### src/common/ppu_pkg.sv
package ppu_pkg;

    typedef logic [9:0] coord_t;
    typedef logic [7:0] pixel_t;
    typedef logic [6:0] square_idx_t;
    typedef logic [1:0] ship_type_t;

    // record layout from the top: state, ship type, sel, ai
    typedef logic [5:0] square_rec_t;

    typedef enum logic [1:0] {
        st_empty,
        st_miss,
        st_hit,
        st_ship
    } square_state_t;

    // 640x480 at 60 Hz
    localparam coord_t h_active     = 10'd640;
    localparam coord_t v_active     = 10'd480;
    localparam coord_t h_total      = 10'd800;
    localparam coord_t v_total      = 10'd525;
    localparam coord_t h_sync_start = 10'd656;
    localparam coord_t h_sync_end   = 10'd752;
    localparam coord_t v_sync_start = 10'd490;
    localparam coord_t v_sync_end   = 10'd492;

    // label margin of 23 plus the 173 pixel board
    localparam coord_t board0_x    = 10'd83;
    localparam coord_t board1_x    = 10'd361;
    localparam coord_t board_y     = 10'd170;
    localparam coord_t board_size  = 10'd196;
    localparam coord_t grid_margin = 10'd29;
    localparam coord_t square_size = 10'd16;
    localparam square_idx_t grid_squares = 7'd10;

    localparam coord_t title_x = 10'd160;
    localparam coord_t title_y = 10'd16;
    localparam coord_t title_w = 10'd321;
    localparam coord_t title_h = 10'd64;
    localparam coord_t turn_x  = 10'd170;
    localparam coord_t turn_y  = 10'd94;
    localparam coord_t turn_w  = 10'd300;
    localparam coord_t turn_h  = 10'd36;
    localparam coord_t shore_y = 10'd416;

    // RGB332 palette
    localparam pixel_t col_water       = 8'h13;
    localparam pixel_t col_shore       = 8'hD5;
    localparam pixel_t col_title       = 8'hFC;
    localparam pixel_t col_turn_yours  = 8'h1C;
    localparam pixel_t col_turn_wait   = 8'hE0;
    localparam pixel_t col_frame       = 8'h49;
    localparam pixel_t col_grid        = 8'h00;
    localparam pixel_t col_empty       = 8'h0B;
    localparam pixel_t col_ai          = 8'h1C;
    localparam pixel_t col_miss_player = 8'hB6;
    localparam pixel_t col_miss_enemy  = 8'h92;
    localparam pixel_t col_hit_player  = 8'hE4;
    localparam pixel_t col_hit_enemy   = 8'hE0;
    localparam pixel_t col_ship [4]    = '{8'h6D, 8'h92, 8'hAD, 8'hB2};

    // raster coordinate to colour at the pins
    localparam int pipe_depth = 3;

endpackage

### src/board/board_locator.sv
module board_locator (
    input  logic                  vga_clk,
    input  logic                  rst_n,
    input  ppu_pkg::coord_t       x,
    input  ppu_pkg::coord_t       y,
    output logic                  in_board,
    output logic                  in_grid,
    output logic                  board_sel,
    output ppu_pkg::square_idx_t  square,
    output logic                  on_line
);

    localparam ppu_pkg::coord_t grid_span =
        ppu_pkg::coord_t'(ppu_pkg::grid_squares) * ppu_pkg::square_size;

    ppu_pkg::coord_t dx0;
    ppu_pkg::coord_t dx1;
    ppu_pkg::coord_t dy;
    ppu_pkg::coord_t gx;
    ppu_pkg::coord_t gy;
    logic hit0;
    logic hit1;
    logic board_hit;
    logic grid_hit;
    ppu_pkg::square_idx_t row;
    ppu_pkg::square_idx_t col;
    ppu_pkg::square_idx_t square_next;

    // offsets wrap left of and above a board, so one compare bounds both sides
    assign dx0 = x - ppu_pkg::board0_x;
    assign dx1 = x - ppu_pkg::board1_x;
    assign dy  = y - ppu_pkg::board_y;

    assign hit0      = dx0 < ppu_pkg::board_size;
    assign hit1      = dx1 < ppu_pkg::board_size;
    assign board_hit = (dy < ppu_pkg::board_size) && (hit0 || hit1);

    assign gx       = (hit1 ? dx1 : dx0) - ppu_pkg::grid_margin;
    assign gy       = dy - ppu_pkg::grid_margin;
    assign grid_hit = board_hit && (gx < grid_span) && (gy < grid_span);

    // 16 pixel squares, so the square position is offset bits 7:4
    assign row         = {3'b000, gy[7:4]};
    assign col         = {3'b000, gx[7:4]};
    assign square_next = grid_hit ? row * ppu_pkg::grid_squares + col : '0;

    always_ff @(posedge vga_clk or negedge rst_n) begin
        if (!rst_n) begin
            in_board  <= 1'b0;
            in_grid   <= 1'b0;
            board_sel <= 1'b0;
            square    <= '0;
            on_line   <= 1'b0;
        end else begin
            in_board  <= board_hit;
            in_grid   <= grid_hit;
            board_sel <= hit1;
            square    <= square_next;
            on_line   <= (gx[3:0] == 4'd0) || (gy[3:0] == 4'd0);
        end
    end

    a_square_range: assert property (@(posedge vga_clk) disable iff (!rst_n)
        in_grid |-> square < ppu_pkg::grid_squares * ppu_pkg::grid_squares);

endmodule

### src/board/board_renderer.sv
module board_renderer (
    input  logic                  vga_clk,
    input  logic                  rst_n,
    input  ppu_pkg::coord_t       x,
    input  ppu_pkg::coord_t       y,
    input  logic                  vblank,
    input  logic                  update_valid,
    input  logic                  update_board,
    input  ppu_pkg::square_idx_t  update_square,
    input  ppu_pkg::square_rec_t  update_rec,
    output logic                  update_ready,
    output logic                  board_hit,
    output ppu_pkg::pixel_t       board_pixel
);

    logic in_board;
    logic in_grid;
    logic board_sel;
    logic on_line;
    ppu_pkg::square_idx_t square;
    ppu_pkg::square_rec_t rec;

    // locator flags delayed one more cycle to line up with the store read
    logic in_board_q;
    logic in_grid_q;
    logic board_q;
    logic on_line_q;

    ppu_pkg::square_state_t state;
    ppu_pkg::pixel_t        fill;

    board_locator u_locator (
        .vga_clk   (vga_clk),
        .rst_n     (rst_n),
        .x         (x),
        .y         (y),
        .in_board  (in_board),
        .in_grid   (in_grid),
        .board_sel (board_sel),
        .square    (square),
        .on_line   (on_line)
    );

    square_store u_store (
        .vga_clk       (vga_clk),
        .rst_n         (rst_n),
        .vblank        (vblank),
        .update_valid  (update_valid),
        .update_board  (update_board),
        .update_square (update_square),
        .update_rec    (update_rec),
        .rd_board      (board_sel),
        .rd_square     (square),
        .update_ready  (update_ready),
        .rd_rec        (rec)
    );

    always_ff @(posedge vga_clk or negedge rst_n) begin
        if (!rst_n) begin
            in_board_q <= 1'b0;
            in_grid_q  <= 1'b0;
            board_q    <= 1'b0;
            on_line_q  <= 1'b0;
        end else begin
            in_board_q <= in_board;
            in_grid_q  <= in_grid;
            board_q    <= board_sel;
            on_line_q  <= on_line;
        end
    end

    assign state = ppu_pkg::square_state_t'(rec[5:4]);

    always_comb begin
        case (state)
            ppu_pkg::st_miss: fill = board_q ? ppu_pkg::col_miss_enemy : ppu_pkg::col_miss_player;
            ppu_pkg::st_hit:  fill = board_q ? ppu_pkg::col_hit_enemy : ppu_pkg::col_hit_player;
            ppu_pkg::st_ship: fill = ppu_pkg::col_ship[rec[3:2]];
            default:          fill = ppu_pkg::col_empty;
        endcase
        // ai marker, then selection inverts whatever is there
        if (rec[0]) begin
            fill = ppu_pkg::col_ai;
        end
        if (rec[1]) begin
            fill = ~fill;
        end
    end

    // frame and grid lines are never marked
    assign board_pixel = !in_grid_q ? ppu_pkg::col_frame :
                         on_line_q  ? ppu_pkg::col_grid  : fill;
    assign board_hit   = in_board_q;

endmodule

### src/board/square_store.sv
module square_store (
    input  logic                  vga_clk,
    input  logic                  rst_n,
    input  logic                  vblank,
    input  logic                  update_valid,
    input  logic                  update_board,
    input  ppu_pkg::square_idx_t  update_square,
    input  ppu_pkg::square_rec_t  update_rec,
    input  logic                  rd_board,
    input  ppu_pkg::square_idx_t  rd_square,
    output logic                  update_ready,
    output ppu_pkg::square_rec_t  rd_rec
);

    ppu_pkg::square_rec_t mem [0:1][0:99];
    logic wr_en;

    // only accept while the raster is off screen, so no frame tears
    assign update_ready = vblank;
    assign wr_en        = update_valid && update_ready;

    always_ff @(posedge vga_clk or negedge rst_n) begin
        if (!rst_n) begin
            for (int b = 0; b < 2; b++) begin
                for (int s = 0; s < 100; s++) begin
                    mem[b][s] <= '0;
                end
            end
        end else if (wr_en) begin
            mem[update_board][update_square] <= update_rec;
        end
    end

    // registered read for the board pipeline
    always_ff @(posedge vga_clk) begin
        rd_rec <= mem[rd_board][rd_square];
    end

    // outside vblank the record at the update address keeps its value
    a_write_in_vblank: assert property (@(posedge vga_clk) disable iff (!rst_n)
        (!vblank && update_square < ppu_pkg::grid_squares * ppu_pkg::grid_squares) |=>
            mem[$past(update_board)][$past(update_square)] ==
            $past(mem[update_board][update_square]));

    a_write_in_range: assert property (@(posedge vga_clk) disable iff (!rst_n)
        wr_en |-> update_square < ppu_pkg::grid_squares * ppu_pkg::grid_squares);

endmodule

### src/source/backdrop_renderer.sv
module backdrop_renderer (
    input  logic            vga_clk,
    input  logic            rst_n,
    input  ppu_pkg::coord_t x,
    input  ppu_pkg::coord_t y,
    input  logic            vblank,
    input  logic            turn,
    output ppu_pkg::pixel_t back_pixel
);

    logic shore_hit;
    logic title_hit;
    logic turn_hit;
    logic in_shore;
    logic in_title;
    logic in_turn;
    logic vblank_d;
    logic turn_latch;

    assign shore_hit = y >= ppu_pkg::shore_y;
    assign title_hit = (x >= ppu_pkg::title_x) && (x < ppu_pkg::title_x + ppu_pkg::title_w) &&
                       (y >= ppu_pkg::title_y) && (y < ppu_pkg::title_y + ppu_pkg::title_h);
    assign turn_hit  = (x >= ppu_pkg::turn_x) && (x < ppu_pkg::turn_x + ppu_pkg::turn_w) &&
                       (y >= ppu_pkg::turn_y) && (y < ppu_pkg::turn_y + ppu_pkg::turn_h);

    always_ff @(posedge vga_clk or negedge rst_n) begin
        if (!rst_n) begin
            in_shore   <= 1'b0;
            in_title   <= 1'b0;
            in_turn    <= 1'b0;
            vblank_d   <= 1'b0;
            turn_latch <= 1'b0;
        end else begin
            in_shore <= shore_hit;
            in_title <= title_hit;
            in_turn  <= turn_hit;
            vblank_d <= vblank;
            // sample once as vblank opens, shown from the next frame
            if (vblank && !vblank_d) begin
                turn_latch <= turn;
            end
        end
    end

    always_ff @(posedge vga_clk) begin
        if (in_shore) begin
            back_pixel <= ppu_pkg::col_shore;
        end else if (in_title) begin
            back_pixel <= ppu_pkg::col_title;
        end else if (in_turn) begin
            back_pixel <= turn_latch ? ppu_pkg::col_turn_yours : ppu_pkg::col_turn_wait;
        end else begin
            back_pixel <= ppu_pkg::col_water;
        end
    end

endmodule

### src/source/pixel_mixer.sv
module pixel_mixer (
    input  logic            vga_clk,
    input  logic            rst_n,
    input  logic            board_hit,
    input  ppu_pkg::pixel_t board_pixel,
    input  ppu_pkg::pixel_t back_pixel,
    input  logic            active,
    input  logic            raw_hsync,
    input  logic            raw_vsync,
    output logic [7:0]      r,
    output logic [7:0]      g,
    output logic [7:0]      b,
    output logic            hsync,
    output logic            vsync,
    output logic            blank_n
);

    // the output register is the last stage
    localparam int stages = ppu_pkg::pipe_depth - 1;

    logic [stages-1:0] active_d;
    logic [stages-1:0] hsync_d;
    logic [stages-1:0] vsync_d;
    ppu_pkg::pixel_t   pix;

    assign pix = board_hit ? board_pixel : back_pixel;

    always_ff @(posedge vga_clk or negedge rst_n) begin
        if (!rst_n) begin
            active_d <= '0;
            hsync_d  <= '1;
            vsync_d  <= '1;
            hsync    <= 1'b1;
            vsync    <= 1'b1;
            blank_n  <= 1'b0;
            r        <= '0;
            g        <= '0;
            b        <= '0;
        end else begin
            active_d <= {active_d[stages-2:0], active};
            hsync_d  <= {hsync_d[stages-2:0], raw_hsync};
            vsync_d  <= {vsync_d[stages-2:0], raw_vsync};
            hsync    <= hsync_d[stages-1];
            vsync    <= vsync_d[stages-1];
            blank_n  <= active_d[stages-1];
            // RGB332 to 8 bits per channel, black outside the active area
            if (active_d[stages-1]) begin
                r <= {pix[7:5], 5'b00000};
                g <= {pix[4:2], 5'b00000};
                b <= {pix[1:0], 6'b000000};
            end else begin
                r <= '0;
                g <= '0;
                b <= '0;
            end
        end
    end

endmodule

### src/source/ppu_top.sv
module ppu_top #(
    parameter ppu_pkg::coord_t h_total = ppu_pkg::h_total,
    parameter ppu_pkg::coord_t v_total = ppu_pkg::v_total
) (
    input  logic                  vga_clk,
    input  logic                  rst_n,
    input  logic                  update_valid,
    input  logic                  update_board,
    input  ppu_pkg::square_idx_t  update_square,
    input  ppu_pkg::square_rec_t  update_rec,
    input  logic                  turn,
    output logic                  update_ready,
    output logic [7:0]            r,
    output logic [7:0]            g,
    output logic [7:0]            b,
    output logic                  hsync,
    output logic                  vsync,
    output logic                  blank_n
);

    ppu_pkg::coord_t x;
    ppu_pkg::coord_t y;
    logic            active;
    logic            vblank;
    logic            raw_hsync;
    logic            raw_vsync;
    logic            board_hit;
    ppu_pkg::pixel_t board_pixel;
    ppu_pkg::pixel_t back_pixel;

    vga_timing #(
        .h_total (h_total),
        .v_total (v_total)
    ) u_timing (
        .vga_clk   (vga_clk),
        .rst_n     (rst_n),
        .x         (x),
        .y         (y),
        .active    (active),
        .vblank    (vblank),
        .raw_hsync (raw_hsync),
        .raw_vsync (raw_vsync)
    );

    board_renderer u_board (
        .vga_clk       (vga_clk),
        .rst_n         (rst_n),
        .x             (x),
        .y             (y),
        .vblank        (vblank),
        .update_valid  (update_valid),
        .update_board  (update_board),
        .update_square (update_square),
        .update_rec    (update_rec),
        .update_ready  (update_ready),
        .board_hit     (board_hit),
        .board_pixel   (board_pixel)
    );

    backdrop_renderer u_backdrop (
        .vga_clk    (vga_clk),
        .rst_n      (rst_n),
        .x          (x),
        .y          (y),
        .vblank     (vblank),
        .turn       (turn),
        .back_pixel (back_pixel)
    );

    pixel_mixer u_mixer (
        .vga_clk     (vga_clk),
        .rst_n       (rst_n),
        .board_hit   (board_hit),
        .board_pixel (board_pixel),
        .back_pixel  (back_pixel),
        .active      (active),
        .raw_hsync   (raw_hsync),
        .raw_vsync   (raw_vsync),
        .r           (r),
        .g           (g),
        .b           (b),
        .hsync       (hsync),
        .vsync       (vsync),
        .blank_n     (blank_n)
    );

endmodule

### src/source/vga_timing.sv
module vga_timing #(
    parameter ppu_pkg::coord_t h_total = ppu_pkg::h_total,
    parameter ppu_pkg::coord_t v_total = ppu_pkg::v_total
) (
    input  logic            vga_clk,
    input  logic            rst_n,
    output ppu_pkg::coord_t x,
    output ppu_pkg::coord_t y,
    output logic            active,
    output logic            vblank,
    output logic            raw_hsync,
    output logic            raw_vsync
);

    logic line_end;
    logic frame_end;

    assign line_end  = (x == h_total - 10'd1);
    assign frame_end = (y == v_total - 10'd1);

    always_ff @(posedge vga_clk or negedge rst_n) begin
        if (!rst_n) begin
            x <= '0;
            y <= '0;
        end else if (line_end) begin
            x <= '0;
            y <= frame_end ? '0 : y + 10'd1;
        end else begin
            x <= x + 10'd1;
        end
    end

    assign active = (x < ppu_pkg::h_active) && (y < ppu_pkg::v_active);
    assign vblank = (y >= ppu_pkg::v_active);

    // both syncs active low
    assign raw_hsync = !((x >= ppu_pkg::h_sync_start) && (x < ppu_pkg::h_sync_end));
    assign raw_vsync = !((y >= ppu_pkg::v_sync_start) && (y < ppu_pkg::v_sync_end));

    a_x_range: assert property (@(posedge vga_clk) disable iff (!rst_n)
        x < h_total);

endmodule
### config.mk
export PLATFORM = sky130hd
export DESIGN_NAME = ppu_top
export DESIGN_NICKNAME = d
export VERILOG_FILES = /design/src/common/ppu_pkg.sv /design/src/board/board_locator.sv /design/src/board/board_renderer.sv /design/src/board/square_store.sv /design/src/source/backdrop_renderer.sv /design/src/source/pixel_mixer.sv /design/src/source/ppu_top.sv /design/src/source/vga_timing.sv
export SDC_FILE = /design/constraint.sdc
export NUM_CORES = 2
export LEC_CHECK = 0
export BUFFER_PORTS_ARGS = -buffer_cell sky130_fd_sc_hd__buf_2
export CAP_MARGIN = 10
export CORE_MARGIN = 3
export CORE_UTILIZATION = 54
export DETAILED_ROUTE_END_ITERATION = 7
export PLACE_DENSITY = 0.74
export SYNTH_ARGS = -nofsm -noshare
export SYNTH_HDL_FRONTEND = slang
export SYNTH_SLANG_ARGS = --single-unit
export TNS_END_PERCENT = 10
### constraint.sdc
create_clock -name vga_clk -period 5.5 [get_ports vga_clk]
set_input_delay 0.275 -clock vga_clk [delete_from_list [all_inputs] [get_ports vga_clk]]
set_output_delay 0.275 -clock vga_clk [all_outputs]
set_load 0.005 [all_outputs]
==> impl_metrics.ini <==
[timing]
slew_viol_final = 0
setup_viol = 0
max_freq_mhz = 218
setup_tns_ns = 0
period_needed_ns = 4.59
rsz0062_at_grt = no
fin_crit_sh_pct = 83.4
clock_skew_ns = 0.0262
slew_headroom_pct = 24.5
setup_slack_ns = 0.914
finalHoldViolations = 0
worst_slew_pin_slew_ns = 1.13

[setup_path]
required_ns = 6.15
crit_arrival_ns = 5.23
regToRegSetupSlack_ns = 0.91
cp-end-kind = register
cp_max_fo = 12
path_class = register to register
startpoint_type = register

[finish]
area_growth_pct = 10.5
num-fill-cells = 7979
final_nets = 3896
drive_gt1_share_pct = 48.3

[run]
cap_violations = 0

[grt]
grt_pass1_vias = 35300
grt_usage_pct = 25.6
grt_first_pass_wirelength_um = 221000
antenna_found_initial = 4
overflow = 0
grt_max_degree = 183

[placed_design]
place_congestion = 0.859
pre_cts_ws_ns = 0.995
place_hpwl_um = 90600
port_buffers = 29

[synthesis]
synthDominantAreaCellType = dfrtp_1
syn_avg_cell_area_um2 = 15.1
netlist_area_um2 = 59100
synth.top_cell.area_share_pct = 53.0
ys_ff_latch = 1270
yosys.cell_count.top_type = dfrtp_1
synth_top_cells_by_count = dfrtp_1 (1251), mux2_2 (1215), mux4_2 (353)
synthFlopType = dfrtp_1
yosysWarnings = 0
async_reset_ff_share_pct = 99.0
synth_area_leaders = dfrtp_1 (53%), mux2_2 (23%), mux4_2 (13%)
synth-edff-count = 0
ys_seq_area_share_pct = 53.7
yosysUniqueCellTypes = 77
netlist_instances = 3912

[clock_network]
insertion_delay_ns = 0.74
clock_path_buffers = 3
cts.clk_slew.worst_paths_ns = 0.06
clock-sinks = 1270
cts_tree = yes
root_buffer = clkbuf_16
cts_htree_levels = 4
ctsResizeCount = 0
numCtsBuffers = 134

[floorplan]
io_pins = 46
dieArea_um2 = 113000
rows = 120
core-area_um2 = 108000
fp.dieH_um = 337
die-width_um = 337
initial_core_util_pct = 54.8

[route]
routed-wl-met3_um = 8340
vias = 34100
wl_per_cell_um = 26.5
top_layer_used = met5
vias_per_cell = 6.35
drt_iter0_drc = 2921
drt-total-wl_um = 142000
final_antenna_net_count = 0
wl_met2_um = 67800
drcViolationCount = 0
firstDrtPassIters = 6
drt-met1-wl_um = 62000

[power_and_ir_drop]
p_leak_nw = 30.2
vdd_drop_max_mv = 0.241
power-per-cell-area_nw_per_um2 = 292

[run_status]
status = complete, no violations

[min_path]
hold_class = input port to register
==> registers in the layout, indices dropped and copies added (netlist names), 2 cells and up <==
register                  count
u_board.u_store.mem        1200
u_timing.x                   10
u_timing.y                   10
u_backdrop.back_pixel         7
u_board.u_locator.square      7
u_board.u_store.rd_rec        6
u_mixer.g                     3
u_mixer.r                     3
u_mixer.active_d              2
u_mixer.b                     2
u_mixer.hsync_d               2
u_mixer.vsync_d               2
==> metal layers <==
layer,GRT usage (%),vias to the layer above
met3,4.87,246
met5,0,-
li1,-,14400
met2,39.9,995
met1,36.8,18500
met4,8.42,2
==> power breakdown <==
part	leakage [nW]	total (W)	internal (W)	switching [W]
logic	10.4	0.000402	0.0000380	0.000364
registers	17.6	0.00934	0.00934	0
clock network	2.24	0.00933	0.00554	0.00380
total	30.2	0.0191	0.0149	0.00416
==> cells by family (layout without fill, tap and decap cells) <==
| family | Yosys count | count (layout) | share of synthesized area (%) |
|---|---|---|---|
| fa+ha+maj | 16 | 16 | 0.352 |
| compound gates | 185 | 185 | 2.09 |
| xor+xnor | 34 | 34 | 0.517 |
| other cells | 1 | 20 | 0.00635 |
| flops | 1270 | 1270 | 53.7 |
| mux | 1617 | 1617 | 37.4 |
| simple gates | 462 | 462 | 3.61 |
| buf+inv | 327 | 365 | 2.29 |
==> through the flow <==
step | hold slack, ns | utilization (%) | cells | power (W) | instance area, µm²
finish | 0.0945 | 60.6 | 5372 | 0.0191 | 65300
global route | 0.0829 | 60.6 | 5370 | 0.0197 | 65300
CTS | 0.0503 | 60.6 | 5368 | 0.0193 | 65300
detailed placement | 0.336 | 56.3 | 5127 | 0.00992 | 60700
global placement | 0.333 | 56.3 | 5127 | 0.00992 | 60700
floorplan | -0.0206 | - | 3927 | 0.00965 | 59100
==> cell type report <==
class                           instances  area, µm²  area share (%)
Clock buffer                          196       3910            5.99
Timing Repair Buffer                  104       1040            1.59
Clock inverter                         43        678            1.04
Multi-Input combinational cell       2330      26100            39.9
Antenna cell                            4       10.0          0.0153
Tap cell                             1403       1760            2.69
Inverter                               22       82.6           0.126
Sequential cell                      1270      31700            48.6
==> cell usage in the layout, fill, tap and decap left out, drive strengths merged, types with 8 or more instances in the layout <==
cell type | Yosys | routed
a21oi | 52 | 52
and2 | 11 | 11
and3 | 9 | 9
buf | 79 | 102
bufinv | 0 | 12
clkbuf | 226 | 196
clkinv | 0 | 22
conb | 1 | 16
dfrtp | 1251 | 1251
dfxtp | 13 | 13
ha | 15 | 15
inv | 22 | 28
mux2 | 1215 | 1215
mux2i | 49 | 49
mux4 | 353 | 353
nand2 | 104 | 104
nand2b | 16 | 16
nand3 | 25 | 25
nand3b | 11 | 11
nand4 | 9 | 9
nor2 | 205 | 205
nor2b | 17 | 17
nor3 | 18 | 18
nor3b | 9 | 9
o21a | 8 | 8
o21ai | 43 | 43
o221ai | 17 | 17
o22ai | 20 | 20
or3 | 9 | 9
xnor2 | 21 | 21
xor2 | 13 | 13
==> path summary, 6_finish.rpt <==
check	from	depth (start not counted)	endpoint
min in group asynchronous	rst_n	2	u_board.u_store.mem[1099]
setup reg to reg	u_timing.x[0]	17	u_board.u_locator.square[4]
hold / removal	update_rec[0]	2	u_board.u_store.mem[978]
max in group asynchronous	rst_n	3	u_board.u_store.mem[894]
hold reg to reg	u_board.u_locator.in_board	0	u_board.board_hit
setup / recovery	u_timing.x[0]	17	u_board.u_locator.square[4]
==> critical path, stage by stage, from the launching register on <==
cell	delay [ns]
dfrtp_1	0.56
inv_1	0.13
ha_1	0.33
or3_1	0.34
o32ai_1	0.13
or4b_1	0.49
and3_4	0.22
o2111a_1	0.13
or3_1	0.35
o211a_4	0.20
and2_1	0.17
xnor2_1	0.12
ha_1	0.37
o21ai_0	0.14
and3b_1	0.21
mux2i_1	0.28
a21oi_1	0.11
nor3b_1	0.21
==> timing repair <==
item,CTS,global route
buffers inserted,0,0
hold buffers,2,0
hold endpoints to repair,140,0
(Power assumes the default switching activity.)
